[src/hw/iq_params.svh]
`ifndef IQ_PARAMS_SVH
`define IQ_PARAMS_SVH

// entries per bank, pointers are one-hot over this
`define IQ_BANK_DEPTH 16

// payload field widths
`define IQ_PC_W       32
`define IQ_IR_W       32
`define IQ_BR_W       34
`define IQ_ECODE_W    8

// occupancy counter, must hold IQ_BANK_DEPTH
`define IQ_CNT_W      5

`endif
[src/hw/iq_pkg.sv]
`default_nettype none

`include "iq_params.svh"

package iq_pkg;

    ////////////////////
    // payload fields
    ////////////////////
    typedef logic [`IQ_PC_W-1:0]    pc_t;
    typedef logic [`IQ_IR_W-1:0]    ir_t;
    // branch type in the top bits, predicted target below
    typedef logic [`IQ_BR_W-1:0]    brinfo_t;
    typedef logic [`IQ_ECODE_W-1:0] ecode_t;

    ////////////////////
    // bank bookkeeping
    ////////////////////
    typedef logic [`IQ_BANK_DEPTH-1:0] ptr_t;
    typedef logic [`IQ_CNT_W-1:0]      cnt_t;

    // write side req/ack slave
    typedef enum logic [1:0] {
        HS_IDLE     = 2'd0,
        HS_ACK      = 2'd1,
        HS_WAIT_LOW = 2'd2
    } hs_state_e;

endpackage

`default_nettype wire

[src/hw/id_queue_top.sv]
`timescale 1ns/1ps
`default_nettype none

module id_queue_top (
    input  wire logic            clk,
    input  wire logic            rstn,

    // fetch side, four-phase
    input  wire logic            i_req,
    output logic                 o_ack,
    input  wire logic [1:0]      i_valid,
    input  wire iq_pkg::pc_t     i_pc1,
    input  wire iq_pkg::ir_t     i_ir1,
    input  wire iq_pkg::brinfo_t i_brinfo1,
    input  wire iq_pkg::ecode_t  i_ecode1,
    input  wire iq_pkg::pc_t     i_pc2,
    input  wire iq_pkg::ir_t     i_ir2,
    input  wire iq_pkg::brinfo_t i_brinfo2,
    input  wire iq_pkg::ecode_t  i_ecode2,

    // issue and branch resolution
    input  wire logic            i_stall,
    input  wire logic            i_flush,

    output iq_pkg::pc_t          o_pc1,
    output iq_pkg::ir_t          o_ir1,
    output iq_pkg::brinfo_t      o_brinfo1,
    output iq_pkg::ecode_t       o_ecode1,
    output iq_pkg::pc_t          o_pc2,
    output iq_pkg::ir_t          o_ir2,
    output iq_pkg::brinfo_t      o_brinfo2,
    output iq_pkg::ecode_t       o_ecode2,
    output logic [1:0]           o_valid
);

    logic push;
    logic full;

    iq_push_handshake hs0 (
        .clk     (clk),
        .rstn    (rstn),
        .i_req   (i_req),
        .i_full  (full),
        .i_flush (i_flush),
        .o_ack   (o_ack),
        .o_push  (push)
    );

    // pair fields go straight in, the push pulse qualifies them
    iq_dual_queue q0 (
        .clk       (clk),
        .rstn      (rstn),
        .i_push    (push),
        .i_valid   (i_valid),
        .i_pc1     (i_pc1),
        .i_ir1     (i_ir1),
        .i_brinfo1 (i_brinfo1),
        .i_ecode1  (i_ecode1),
        .i_pc2     (i_pc2),
        .i_ir2     (i_ir2),
        .i_brinfo2 (i_brinfo2),
        .i_ecode2  (i_ecode2),
        .i_stall   (i_stall),
        .i_flush   (i_flush),
        .o_full    (full),
        .o_pc1     (o_pc1),
        .o_ir1     (o_ir1),
        .o_brinfo1 (o_brinfo1),
        .o_ecode1  (o_ecode1),
        .o_pc2     (o_pc2),
        .o_ir2     (o_ir2),
        .o_brinfo2 (o_brinfo2),
        .o_ecode2  (o_ecode2),
        .o_valid   (o_valid)
    );

endmodule

`default_nettype wire

[src/hw/iq_push_handshake.sv]
`timescale 1ns/1ps
`default_nettype none

module iq_push_handshake (
    input  wire logic clk,
    input  wire logic rstn,
    input  wire logic i_req,
    input  wire logic i_full,
    input  wire logic i_flush,
    output logic      o_ack,
    output logic      o_push
);

    iq_pkg::hs_state_e state;
    iq_pkg::hs_state_e state_nxt;

    ////////////////////
    // four-phase slave
    ////////////////////
    // HS_ACK is the single accept cycle that pushes the pair,
    // HS_WAIT_LOW holds ack until the master drops req
    always_comb begin
        state_nxt = state;
        case (state)
            iq_pkg::HS_IDLE: begin
                // no room means no ack, fetch just waits
                if (i_req && !i_full && !i_flush) begin
                    state_nxt = iq_pkg::HS_ACK;
                end
            end
            iq_pkg::HS_ACK: begin
                state_nxt = iq_pkg::HS_WAIT_LOW;
            end
            iq_pkg::HS_WAIT_LOW: begin
                if (!i_req) begin
                    state_nxt = iq_pkg::HS_IDLE;
                end
            end
            default: begin
                state_nxt = iq_pkg::HS_IDLE;
            end
        endcase
    end

    always_ff @(posedge clk) begin
        if (!rstn) begin
            state <= iq_pkg::HS_IDLE;
        end else begin
            state <= state_nxt;
        end
    end

    // pair data is still held stable by the master here
    assign o_push = (state == iq_pkg::HS_ACK);

    // rises one edge after the push cycle
    assign o_ack  = (state == iq_pkg::HS_WAIT_LOW);

endmodule

`default_nettype wire

[src/hw/iq_dual_queue.sv]
`timescale 1ns/1ps
`default_nettype none

`include "iq_params.svh"

module iq_dual_queue (
    input  wire logic            clk,
    input  wire logic            rstn,

    input  wire logic            i_push,
    input  wire logic [1:0]      i_valid,
    input  wire iq_pkg::pc_t     i_pc1,
    input  wire iq_pkg::ir_t     i_ir1,
    input  wire iq_pkg::brinfo_t i_brinfo1,
    input  wire iq_pkg::ecode_t  i_ecode1,
    input  wire iq_pkg::pc_t     i_pc2,
    input  wire iq_pkg::ir_t     i_ir2,
    input  wire iq_pkg::brinfo_t i_brinfo2,
    input  wire iq_pkg::ecode_t  i_ecode2,

    input  wire logic            i_stall,
    input  wire logic            i_flush,

    output logic                 o_full,
    output iq_pkg::pc_t          o_pc1,
    output iq_pkg::ir_t          o_ir1,
    output iq_pkg::brinfo_t      o_brinfo1,
    output iq_pkg::ecode_t       o_ecode1,
    output iq_pkg::pc_t          o_pc2,
    output iq_pkg::ir_t          o_ir2,
    output iq_pkg::brinfo_t      o_brinfo2,
    output iq_pkg::ecode_t       o_ecode2,
    output logic [1:0]           o_valid
);

    // one slot kept free so a pair always fits
    localparam iq_pkg::cnt_t FULL_LVL = iq_pkg::cnt_t'(`IQ_BANK_DEPTH - 1);

    // 0: bank a takes the next lone instruction
    logic in_sel;
    // 0: oldest entry sits at the tail of bank a
    logic out_sel;

    logic push_pair;
    logic push_single;
    logic wr_a;
    logic wr_b;
    logic rd_a;
    logic rd_b;
    logic a_busy;
    logic b_busy;

    iq_pkg::cnt_t    a_count;
    iq_pkg::cnt_t    b_count;
    iq_pkg::pc_t     a_pc;
    iq_pkg::ir_t     a_ir;
    iq_pkg::brinfo_t a_br;
    iq_pkg::ecode_t  a_ecode;
    iq_pkg::pc_t     b_pc;
    iq_pkg::ir_t     b_ir;
    iq_pkg::brinfo_t b_br;
    iq_pkg::ecode_t  b_ecode;

    ////////////////////
    // input steering
    ////////////////////
    assign push_pair   = i_push && !i_flush && (i_valid == 2'b11);
    assign push_single = i_push && !i_flush && (i_valid == 2'b10);

    assign wr_a = push_pair || (push_single && !in_sel);
    assign wr_b = push_pair || (push_single && in_sel);

    ////////////////////
    // read side
    ////////////////////
    assign a_busy = (a_count != '0);
    assign b_busy = (b_count != '0);

    // whatever is shown leaves unless issue stalls
    assign rd_a = a_busy && !i_stall;
    assign rd_b = b_busy && !i_stall;

    always_ff @(posedge clk) begin
        if (!rstn) begin
            in_sel  <= 1'b0;
            out_sel <= 1'b0;
        end else if (i_flush) begin
            in_sel  <= 1'b0;
            out_sel <= 1'b0;
        end else begin
            if (push_single) begin
                in_sel <= ~in_sel;
            end
            // odd number popped, oldest moves to the other bank
            if (rd_a != rd_b) begin
                out_sel <= ~out_sel;
            end
        end
    end

    // lane 1 of a pair lands in the bank named by in_sel
    iq_bank bank_a (
        .clk        (clk),
        .rstn       (rstn),
        .i_flush    (i_flush),
        .i_wr       (wr_a),
        .i_wr_pc    (in_sel ? i_pc2     : i_pc1),
        .i_wr_ir    (in_sel ? i_ir2     : i_ir1),
        .i_wr_br    (in_sel ? i_brinfo2 : i_brinfo1),
        .i_wr_ecode (in_sel ? i_ecode2  : i_ecode1),
        .i_rd       (rd_a),
        .o_rd_pc    (a_pc),
        .o_rd_ir    (a_ir),
        .o_rd_br    (a_br),
        .o_rd_ecode (a_ecode),
        .o_count    (a_count)
    );

    iq_bank bank_b (
        .clk        (clk),
        .rstn       (rstn),
        .i_flush    (i_flush),
        .i_wr       (wr_b),
        .i_wr_pc    (in_sel ? i_pc1     : i_pc2),
        .i_wr_ir    (in_sel ? i_ir1     : i_ir2),
        .i_wr_br    (in_sel ? i_brinfo1 : i_brinfo2),
        .i_wr_ecode (in_sel ? i_ecode1  : i_ecode2),
        .i_rd       (rd_b),
        .o_rd_pc    (b_pc),
        .o_rd_ir    (b_ir),
        .o_rd_br    (b_br),
        .o_rd_ecode (b_ecode),
        .o_count    (b_count)
    );

    ////////////////////
    // output ordering
    ////////////////////
    assign o_pc1     = out_sel ? b_pc    : a_pc;
    assign o_ir1     = out_sel ? b_ir    : a_ir;
    assign o_brinfo1 = out_sel ? b_br    : a_br;
    assign o_ecode1  = out_sel ? b_ecode : a_ecode;

    assign o_pc2     = out_sel ? a_pc    : b_pc;
    assign o_ir2     = out_sel ? a_ir    : b_ir;
    assign o_brinfo2 = out_sel ? a_br    : b_br;
    assign o_ecode2  = out_sel ? a_ecode : b_ecode;

    // banks never differ by more than one, so lane 1 fills first
    assign o_valid = {a_busy || b_busy, a_busy && b_busy};

    assign o_full = (a_count >= FULL_LVL) || (b_count >= FULL_LVL);

endmodule

`default_nettype wire

[src/hw/iq_bank.sv]
`timescale 1ns/1ps
`default_nettype none

`include "iq_params.svh"

module iq_bank (
    input  wire logic            clk,
    input  wire logic            rstn,
    input  wire logic            i_flush,

    input  wire logic            i_wr,
    input  wire iq_pkg::pc_t     i_wr_pc,
    input  wire iq_pkg::ir_t     i_wr_ir,
    input  wire iq_pkg::brinfo_t i_wr_br,
    input  wire iq_pkg::ecode_t  i_wr_ecode,

    input  wire logic            i_rd,

    output iq_pkg::pc_t          o_rd_pc,
    output iq_pkg::ir_t          o_rd_ir,
    output iq_pkg::brinfo_t      o_rd_br,
    output iq_pkg::ecode_t       o_rd_ecode,
    output iq_pkg::cnt_t         o_count
);

    localparam iq_pkg::ptr_t PTR_FIRST = iq_pkg::ptr_t'(1);

    iq_pkg::ptr_t    head;
    iq_pkg::ptr_t    tail;
    iq_pkg::cnt_t    count;
    logic            wr_en;

    iq_pkg::pc_t     pc_mem    [`IQ_BANK_DEPTH];
    iq_pkg::ir_t     ir_mem    [`IQ_BANK_DEPTH];
    iq_pkg::brinfo_t br_mem    [`IQ_BANK_DEPTH];
    iq_pkg::ecode_t  ecode_mem [`IQ_BANK_DEPTH];

    // flush wins over a write in the same cycle
    assign wr_en = i_wr && !i_flush;

    ////////////////////
    // pointers and count
    ////////////////////
    always_ff @(posedge clk) begin
        if (!rstn) begin
            head  <= PTR_FIRST;
            tail  <= PTR_FIRST;
            count <= '0;
        end else if (i_flush) begin
            head  <= PTR_FIRST;
            tail  <= PTR_FIRST;
            count <= '0;
        end else begin
            // rotate left by one slot
            if (wr_en) begin
                head <= {head[`IQ_BANK_DEPTH-2:0], head[`IQ_BANK_DEPTH-1]};
            end
            if (i_rd) begin
                tail <= {tail[`IQ_BANK_DEPTH-2:0], tail[`IQ_BANK_DEPTH-1]};
            end
            case ({wr_en, i_rd})
                2'b10:   count <= count + 1'b1;
                2'b01:   count <= count - 1'b1;
                default: count <= count;
            endcase
        end
    end

    ////////////////////
    // storage
    ////////////////////
    always_ff @(posedge clk) begin
        for (int i = 0; i < `IQ_BANK_DEPTH; i++) begin
            if (wr_en && head[i]) begin
                pc_mem[i]    <= i_wr_pc;
                ir_mem[i]    <= i_wr_ir;
                br_mem[i]    <= i_wr_br;
                ecode_mem[i] <= i_wr_ecode;
            end
        end
    end

    // one-hot select of the tail entry
    always_comb begin
        o_rd_pc    = '0;
        o_rd_ir    = '0;
        o_rd_br    = '0;
        o_rd_ecode = '0;
        for (int i = 0; i < `IQ_BANK_DEPTH; i++) begin
            if (tail[i]) begin
                o_rd_pc    = pc_mem[i];
                o_rd_ir    = ir_mem[i];
                o_rd_br    = br_mem[i];
                o_rd_ecode = ecode_mem[i];
            end
        end
    end

    assign o_count = count;

endmodule

`default_nettype wire

[config.mk]
export PLATFORM = sky130hd
export DESIGN_NAME = id_queue_top
export DESIGN_NICKNAME = d
export VERILOG_FILES = /design/src/hw/iq_pkg.sv /design/src/hw/id_queue_top.sv /design/src/hw/iq_push_handshake.sv /design/src/hw/iq_dual_queue.sv /design/src/hw/iq_bank.sv
export VERILOG_INCLUDE_DIRS = /design/src /design/src/hw
export SDC_FILE = /design/constraint.sdc
export NUM_CORES = 2
export LEC_CHECK = 0
export ABC_AREA = 0
export BUFFER_PORTS_ARGS = -buffer_cell sky130_fd_sc_hd__buf_4
export CAP_MARGIN = 20
export CORE_ASPECT_RATIO = 1.2
export CORE_MARGIN = 2
export CORE_UTILIZATION = 62
export CTS_CLUSTER_SIZE = 14
export DETAILED_ROUTE_END_ITERATION = 6
export GPL_TIMING_DRIVEN = 0
export PLACE_DENSITY = 0.8
export SKIP_CTS_REPAIR_TIMING = 1
export SLEW_MARGIN = 30
export SYNTH_ARGS = -nofsm -noshare
export SYNTH_HDL_FRONTEND = slang
export SYNTH_HIERARCHICAL = 1
export SYNTH_SLANG_ARGS = --single-unit
[constraint.sdc]
create_clock -name clk -period 5.9 [get_ports clk]
set_input_delay 0.295 -clock clk [delete_from_list [all_inputs] [get_ports clk]]
set_output_delay 0.295 -clock clk [all_outputs]
set_load 0.03 [all_outputs]
Word level (Yosys, flattened, before mapping)
Memories as Yosys holds them, arrays and structs flattened.
Cells that the tools add are included.
{ "word_totals": {"mem_bits_rw": 3392, "regBits": 78, "word_cells": 309, "output_inout_bits": 215, "memories": 8, "input_bits": 219} }
{ "op_classes": {"addsub": 4, "bitwise": 3, "reduce_logical": 59, "n_eq_ne": 11, "order_cmp": 2, "mux": 213} }
{ "mem_list": {"columns": ["name", "words", "word_bits", "rd", "rd_ports_with_merged_regs", "wr", "line", "source"], "rows": [
  ["q0.bank_a.br_mem", 16, 34, 16, 0, 16, "iq_bank.sv:35", "iq_pkg::brinfo_t br_mem [`IQ_BANK_DEPTH];"],
  ["q0.bank_b.br_mem", 16, 34, 16, 0, 16, "iq_bank.sv:35", null],
  ["q0.bank_a.ir_mem", 16, 32, 16, 0, 16, "iq_bank.sv:34", "iq_pkg::ir_t ir_mem [`IQ_BANK_DEPTH];"],
  ["q0.bank_a.pc_mem", 16, 32, 16, 0, 16, "iq_bank.sv:33", "iq_pkg::pc_t pc_mem [`IQ_BANK_DEPTH];"],
  ["q0.bank_b.ir_mem", 16, 32, 16, 0, 16, "iq_bank.sv:34", null],
  ["q0.bank_b.pc_mem", 16, 32, 16, 0, 16, "iq_bank.sv:33", null],
  ["+2 memories", null, null, null, null, null, null, null]
]} }
{ "ops": {"columns": ["cell", "n"], "rows": [
  ["$mux W32", 72],
  ["$mux W34", 36],
  ["$mux W8", 36],
  ["$mux W1", 64],
  ["$logic_and A1 B1 Y1", 44],
  ["$pmux W5 S2", 2],
  ["$add A5 B1 Y5 const B", 2],
  ["$eq A2 B2 Y1 const B", 5],
  ["$ge A5 B4 Y1 const B", 2],
  ["$reduce_bool A5 Y1", 2],
  ["$sub A5 B1 Y5 const B", 2],
  ["$eq A2 B1 Y1 const B", 3],
  ["$pmux W2 S3", 1],
  ["$logic_not A1 Y1", 4],
  ["$logic_or A1 B1 Y1", 4],
  ["$mux W2", 2],
  ["$reduce_bool A2 Y1", 2],
  ["$not A1 Y1", 3],
  ["$logic_not A2 Y1", 1],
  ["$ne A2 B1 Y1 const B", 1],
  ["$ne A2 B2 Y1 const B", 1],
  ["$reduce_and A2 Y1", 1],
  ["$reduce_or A2 Y1", 1],
  ["$ne A1 B1 Y1", 1]
]} }

Depth between registers and ports, before layout
{ "depth": {"ltp_word": 17, "ltp_mapped": 17} }

Hierarchy
The synthesis kept the hierarchy.
{ "by_module_without_submodules": {"columns": ["module", "area_each_um2", "seq_area_each_um2", "instances", "cells_each"], "rows": [
  ["iq_bank", 65457.8, 51669.6, 2, 3882],
  ["iq_dual_queue", 5180.0, 40.0, 1, 499],
  ["iq_push_handshake", 98.8, 40.0, 1, 8]
]} }

Worst setup path after synthesis
No wires, ideal clock.
{ "synth_timing": {"path_kind": "register to register", "start": "register q0.in_sel", "end": "memory q0/bank_b/br_mem[1][238] (netlist name) (enable)", "arrival_ns": 4.155, "slack_ns": 1.267, "synth_period_minus_slack_ns": 4.633, "path_stages_with_launch": 9, "t_required_ns": 5.422, "cell_sequence": "dfxtp_1 -> clkbuf_1 -> buf_2 -> buf_1 -> nor2_1 -> nor3_1 -> inv_1 -> nor2_1 -> and2_1"} }
{ "synth_lines": {"columns": ["item", "line", "source"], "rows": [
  ["start: declaration", "iq_dual_queue.sv:40", "logic in_sel;"],
  ["start signal: assignment", "iq_dual_queue.sv:92", "in_sel <= ~in_sel;"],
  ["end: declaration", "iq_bank.sv:35", null]
]} }

Worst setup path after layout
{ "layout_timing": {"start": "register q0.in_sel", "end": "register q0.bank_b.count[4] (netlist: q0/bank_b/o_count[4])"} }
{ "layout_via": {"elab_chain_len": 5} }
{ "layout_lines": {"columns": ["item", "line", "source"], "rows": [
  ["$logic_and A1 B1 Y1 *", "iq_dual_queue.sv:71", "assign wr_b = push_pair || (push_single && in_sel);"],
  ["$logic_or A1 B1 Y1 *", "iq_dual_queue.sv:71", null],
  ["net q0.wr_b", "iq_dual_queue.sv:47", "logic wr_b;"],
  ["$logic_and A1 B1 Y1 *", "iq_bank.sv:39", "assign wr_en = i_wr && !i_flush;"],
  ["$eq A2 B1 Y1 / $eq A2 B2 Y1 (equally long branches)", "iq_bank.sv:61", "case ({wr_en, i_rd})"],
  ["$pmux W5 S2 / $reduce_bool A2 Y1 (equally long branches)", null, null],
  ["end signal: assignment", "iq_bank.sv:62", "2'b10: count <= count + 1'b1;"],
  ["end signal: assignment", "iq_bank.sv:63", "2'b01: count <= count - 1'b1;"],
  ["end signal: assignment", "iq_bank.sv:64", "default: count <= count;"],
  ["end: declaration", "iq_bank.sv:30", "iq_pkg::cnt_t count;"]
]} }
Mark *: on every way through the listed nets, which the timed path passes. The rest lies on a longest branch.
A chain may end at the register's enable or synchronous reset.

==> Implementation_results.wiki <==
{| class="wikitable"
! Metric !! Value
|-
| Outcome || finished, violations left
|-
| Violations in the final reports || DRC, hold timing
|-
| Dpl cells || ~12k
|-
| Minimum setup slack among reg-to-reg paths || approximately 0.27 ns
|-
| Initial antenna violation count || ~50
|-
| Skew final || ~0.033 ns
|-
| DR pass1 iterations || 7
|-
| Critical path cell sequence || clkbuf_1, buf_2, nor2_1, nor3_2, inv_1, nor2_1, inv_1, clkbuf_1, ha_1, ha_1, nor2b_1, o21ai_0, nor4b_1, o21ai_0, a21oi_1
|-
| Slowest stage cell, crit path || buf_2
|-
| Final-layout setup total negative slack || 0 ns
|-
| Leading area contributor after synthesis || edfxtp_1
|-
| Worst slack at placement || -0.2175 ns
|-
| WP data required || ~6.7 ns
|-
| Mapped Cells || between 8k and 9k
|-
| Slew at the pin closest to its max-slew limit || about 1.1 ns
|-
| Area of combinational cells with multiple inputs || 0.02907 mm²
|-
| Post-route DRC || 40
|-
| Critical register-to-register path endpoint || q0/bank_b/o_count[4]$_SDFFE_PP0P_
|-
| Post-synthesis to final-layout area growth || 13.30%
|-
| Asr flop ratio synth || 0%
|-
| Total Routing Usage GR || between 40% and 50%
|-
| Number of unique standard cell types used by synthesis || 54
|-
| Crit. Startpoint || q0/in_sel$_SDFFE_PP0P_
|-
| Root cell of the clock tree || clkbuf_16
|-
| Synth Flop Type || edfxtp_1
|-
| Maximum ir drop on the vdd rail || approximately 0.23 mV
|-
| Synthesized flop and latch total || 3470
|-
| Worst-case clock buffer depth || 4
|-
| Clock tree from TritonCTS || yes
|-
| Fmax || 177.7 MHz
|-
| Relative max-transition margin || approximately 27%
|-
| Total Nets Final || ~9.3k
|-
| Final design instance area without fill || approximately 0.15 mm²
|-
| Data arrival time of the critical path || 6.41 ns
|-
| Aggregate routed wire length || approximately 460000 µm
|-
| Type of element capturing the critical path || flop
|-
| Placed wire-length estimate after detailed placement || between 300000 and 400000 µm
|-
| Final Hold Violating Endpoints || 4
|-
| Number of clock sinks || between 3k and 4k
|-
| Gpl congestion || between 1 and 1.5
|-
| Maximum Capacitance Violations || 0
|-
| Vias after detailed routing || 91.56k
|-
| Share of synthesized area spent on multiplexers || between 3 and 4%
|-
| Min Hold Slack || -0.007883 ns
|-
| Die Span Y || roughly 520 µm
|-
| Global route total overflow || 0
|-
| Fraction of layout instances using a drive strength above 1 || between 10% and 20%
|-
| Number of CTS-inserted buffers || ~320
|-
| Largest family of logic cells by synthesized area || compound AO/OA/AOI/OAI gates
|-
| Fin worst setup slack || 0.2740 ns
|-
| Final-layout fill cell count || approximately 13k
|-
| Die area || roughly 0.22 mm²
|-
| Clock transition time at the flip-flop clock pins of the worst setup and hold paths || 0.08 ns
|-
| Die Width || 431.9 µm
|-
| Class of the tightest hold or removal check || input port to flop
|-
| Share of synthesized cell area in and, or, nand and nor gates || under 10%
|-
| Number of global-route vias before repair || just under 90k
|-
| Core footprint || between 0.2 and 0.25 mm²
|-
| Area share of the leading cell type in the synthesized netlist || roughly 75%
|-
| Depth of the worst register-to-register path || 15
|-
| Sequential Area || approximately 0.10 mm²
|-
| Leak pwr || roughly 49 nW
|-
| Cell types with the largest area share after synthesis || edfxtp_1 (75%), mux2_2 (3.1%), o221ai_1 (2.7%)
|-
| Part of the cycle the worst path needs || between 90% and 100%
|-
| Xor/xnor cell area share of the yosys netlist || less than 1%
|-
| Worst setup SP type || flop
|-
| Number of cell rows || between 150 and 200
|-
| Launching point of the worst reg2reg path || q0/in_sel$_SDFFE_PP0P_
|-
| Worst setup path class || flop to flop
|-
| I/O pin cnt || about 430
|-
| Adder and majority cell fraction of the synthesized area || less than 1%
|-
| Clock latency of the later-clocked register in the worst-skew pair || between 0.8 and 0.9 ns
|-
| Average cell area after synthesis || 16.47 µm²
|-
| Synthesized net count || 8500
|-
| Power per cell area || 309.3 mW/mm²
|-
| Placed Instance Area || 0.1444 mm²
|-
| Synthesis warning total || 6
|-
| Wire length of the first global-routing pass || around 630000 µm
|-
| Seq/Total Area, Yosys || approximately three quarters
|-
| Layout Cells excl Fill || between 10k and 15k
|-
| Post-DR wirelength/cell || about 38 µm
|-
| Initial standard-cell utilization of the core || 62.32%
|-
| Number of flops mapped to enable cells by yosys || around 3.4k
|-
| Final setup violation count || 0
|-
| Post-layout min period || about 5.6 ns
|-
| Post-synthesis instance area || around 0.14 mm²
|-
| 1st-iter DRT viols || about 18k
|-
| Htree depth || 5
|-
| Crit-path max FO || 19
|-
| Share of the synthesized area in compound gates (AO/OA/AOI/OAI) || 14.91%
|-
| Number of port buffers || roughly 430
|-
| Crit path largest cell delay || 0.71 ns
|-
| End point of the critical path || q0/bank_b/o_count[4]$_SDFFE_PP0P_
|-
| Largest net degree at the start of global routing || just under 80
|-
| Number of vias per cell after detailed routing || 7.507
|-
| Overall power of the completed layout || roughly 48 mW
|-
| Setup repair after global routing missed its margin || false
|-
| Final antenna-violating net count || 0
|-
| Max-slew violation total from the final report || 0
|}
critical path: cells and delay by family (launching register included):
family / cells / cell delay [ns]
AND/OR/NAND/NOR: 5 / 1.86
buffers and inverters: 5 / 2.14
AO/OA/AOI/OAI: 3 / 0.57
adder cells (fa/ha/maj): 2 / 0.65
flip-flops: 1 / 0.31
final cells by class:
cell class	count	area share, %
antenna	38	0.06163
buffer	651	1.827
clock buffer	421	5.645
clock inverter	128	0.6146
inverter	254	0.7638
multi-input combinational	3895	18.84
sequential	3470	67.02
tap	2850	2.311
timing repair buffer	489	2.911
through the flow:
step                hold slack [ns]  util (%)
floorplan                    0.3974         -
global placement             0.4377     65.44
detailed placement           0.4466     66.10
CTS                         -0.3039     70.52
global route                0.01052     70.58
finish                    -0.007883     70.61
state kept, by name (all words and copies together) (netlist names), 2 cells and up:
name / cells
q0/bank_a/pc_mem: 512
q0/bank_a/tail: 16
q0/bank_b/head: 16
hs0/state: 2
q0/bank_a/br_mem: 544
q0/bank_b/ir_mem: 512
q0/bank_b/tail: 16
q0/bank_a/head: 16
q0/bank_a/ecode_mem: 128
q0/bank_b/br_mem: 544
q0/bank_b/o_count: 5
q0/bank_b/pc_mem: 512
q0/bank_a/ir_mem: 512
q0/bank_b/ecode_mem: 128
q0/bank_a/o_count: 5
layout by cell type (no fill, tap or decap), types with 62 or more instances in the layout:
master     count
clkinv_1      62
buf_2        135
o21ai_0      616
inv_1        218
clkbuf_1     527
a311oi_1     204
clkbuf_16    331
a221o_1      204
a211o_1      206
edfxtp_1    3392
nand2_1      268
mux2_2       375
a21oi_1      464
a22oi_1      416
nor3b_1      212
a222oi_1     212
dfxtp_1       78
buf_4        447
o221ai_1     416
nor2_1        71
logic make-up (layout without fill, tap and decap cells):
kind of cell	after synthesis	in the layout
xor gates and xnor gates	5	5
muxes	456	456
and+or+nand+nor	637	637
AOI/OAI and AO/OA	2787	2787
buffers and inverters	906	1943
DFF	3470	3470
adders and majority gates	10	10
other	0	38
worst min-delay path by stage:
stage | startpoint | end | slack, ns | cells past startpoint
after floorplan | i_flush | q0/bank_a/tail[0]$_SDFFE_PP1P_ | 0.40 | 2
after global placement | q0/bank_b/head[15]$_SDFFE_PP0P_ | q0/bank_b/head[15]$_SDFFE_PP0P_ | 0.44 | 2
after detailed placement | q0/bank_b/head[15]$_SDFFE_PP0P_ | q0/bank_b/head[15]$_SDFFE_PP0P_ | 0.45 | 2
after CTS | i_req | hs0/state[0]$_SDFFE_PN0P_ | -0.30 | 3
after global routing | i_pc1[27] | q0/bank_a/pc_mem[0][251]$_DFFE_PP_ | 0.01 | 2
final | i_pc2[28] | q0/bank_a/pc_mem[0][28]$_DFFE_PP_ | -0.008 | 2
report_power, final:
group | internal, mW | switching [mW] | leakage (nW)
sequential | 27.1 | 0.00297 | 31.1
combinational | 0.212 | 0.734 | 13.4
clock | 10.9 | 8.79 | 4.72
total | 38.2 | 9.53 | 49.2
cell usage after synthesis, drive strengths merged (3+ instances only):
cell    count
edfxtp   3392
o21ai     618
clkbuf    467
a21oi     464
mux2      424
a22oi     416
o221ai    416
nand2     268
inv       252
nor3b     214
a222oi    212
a211o     206
a221o     204
a311oi    204
buf       185
dfxtp      78
nor2       75
mux2i      32
nor2b      25
nor3       23
a211oi     10
a22o        9
a221oi      8
ha          8
o22ai       8
o41ai       8
or3         8
nand2b      5
or2         4
xor2        4
and2        3
nand3       3
per-layer routing:
layer / global-route usage [%] / vias to the layer above / routed length (µm)
li1: - / 35980 / -
met1: 47.57 / 44920 / 140600
met2: 60.12 / 8732 / 203900
met3: 13.71 / 1899 / 69110
met4: 33.52 / 30 / 47160
met5: 0.9491 / - / 452
No activity file was read; power rests on OpenSTA's default activity.
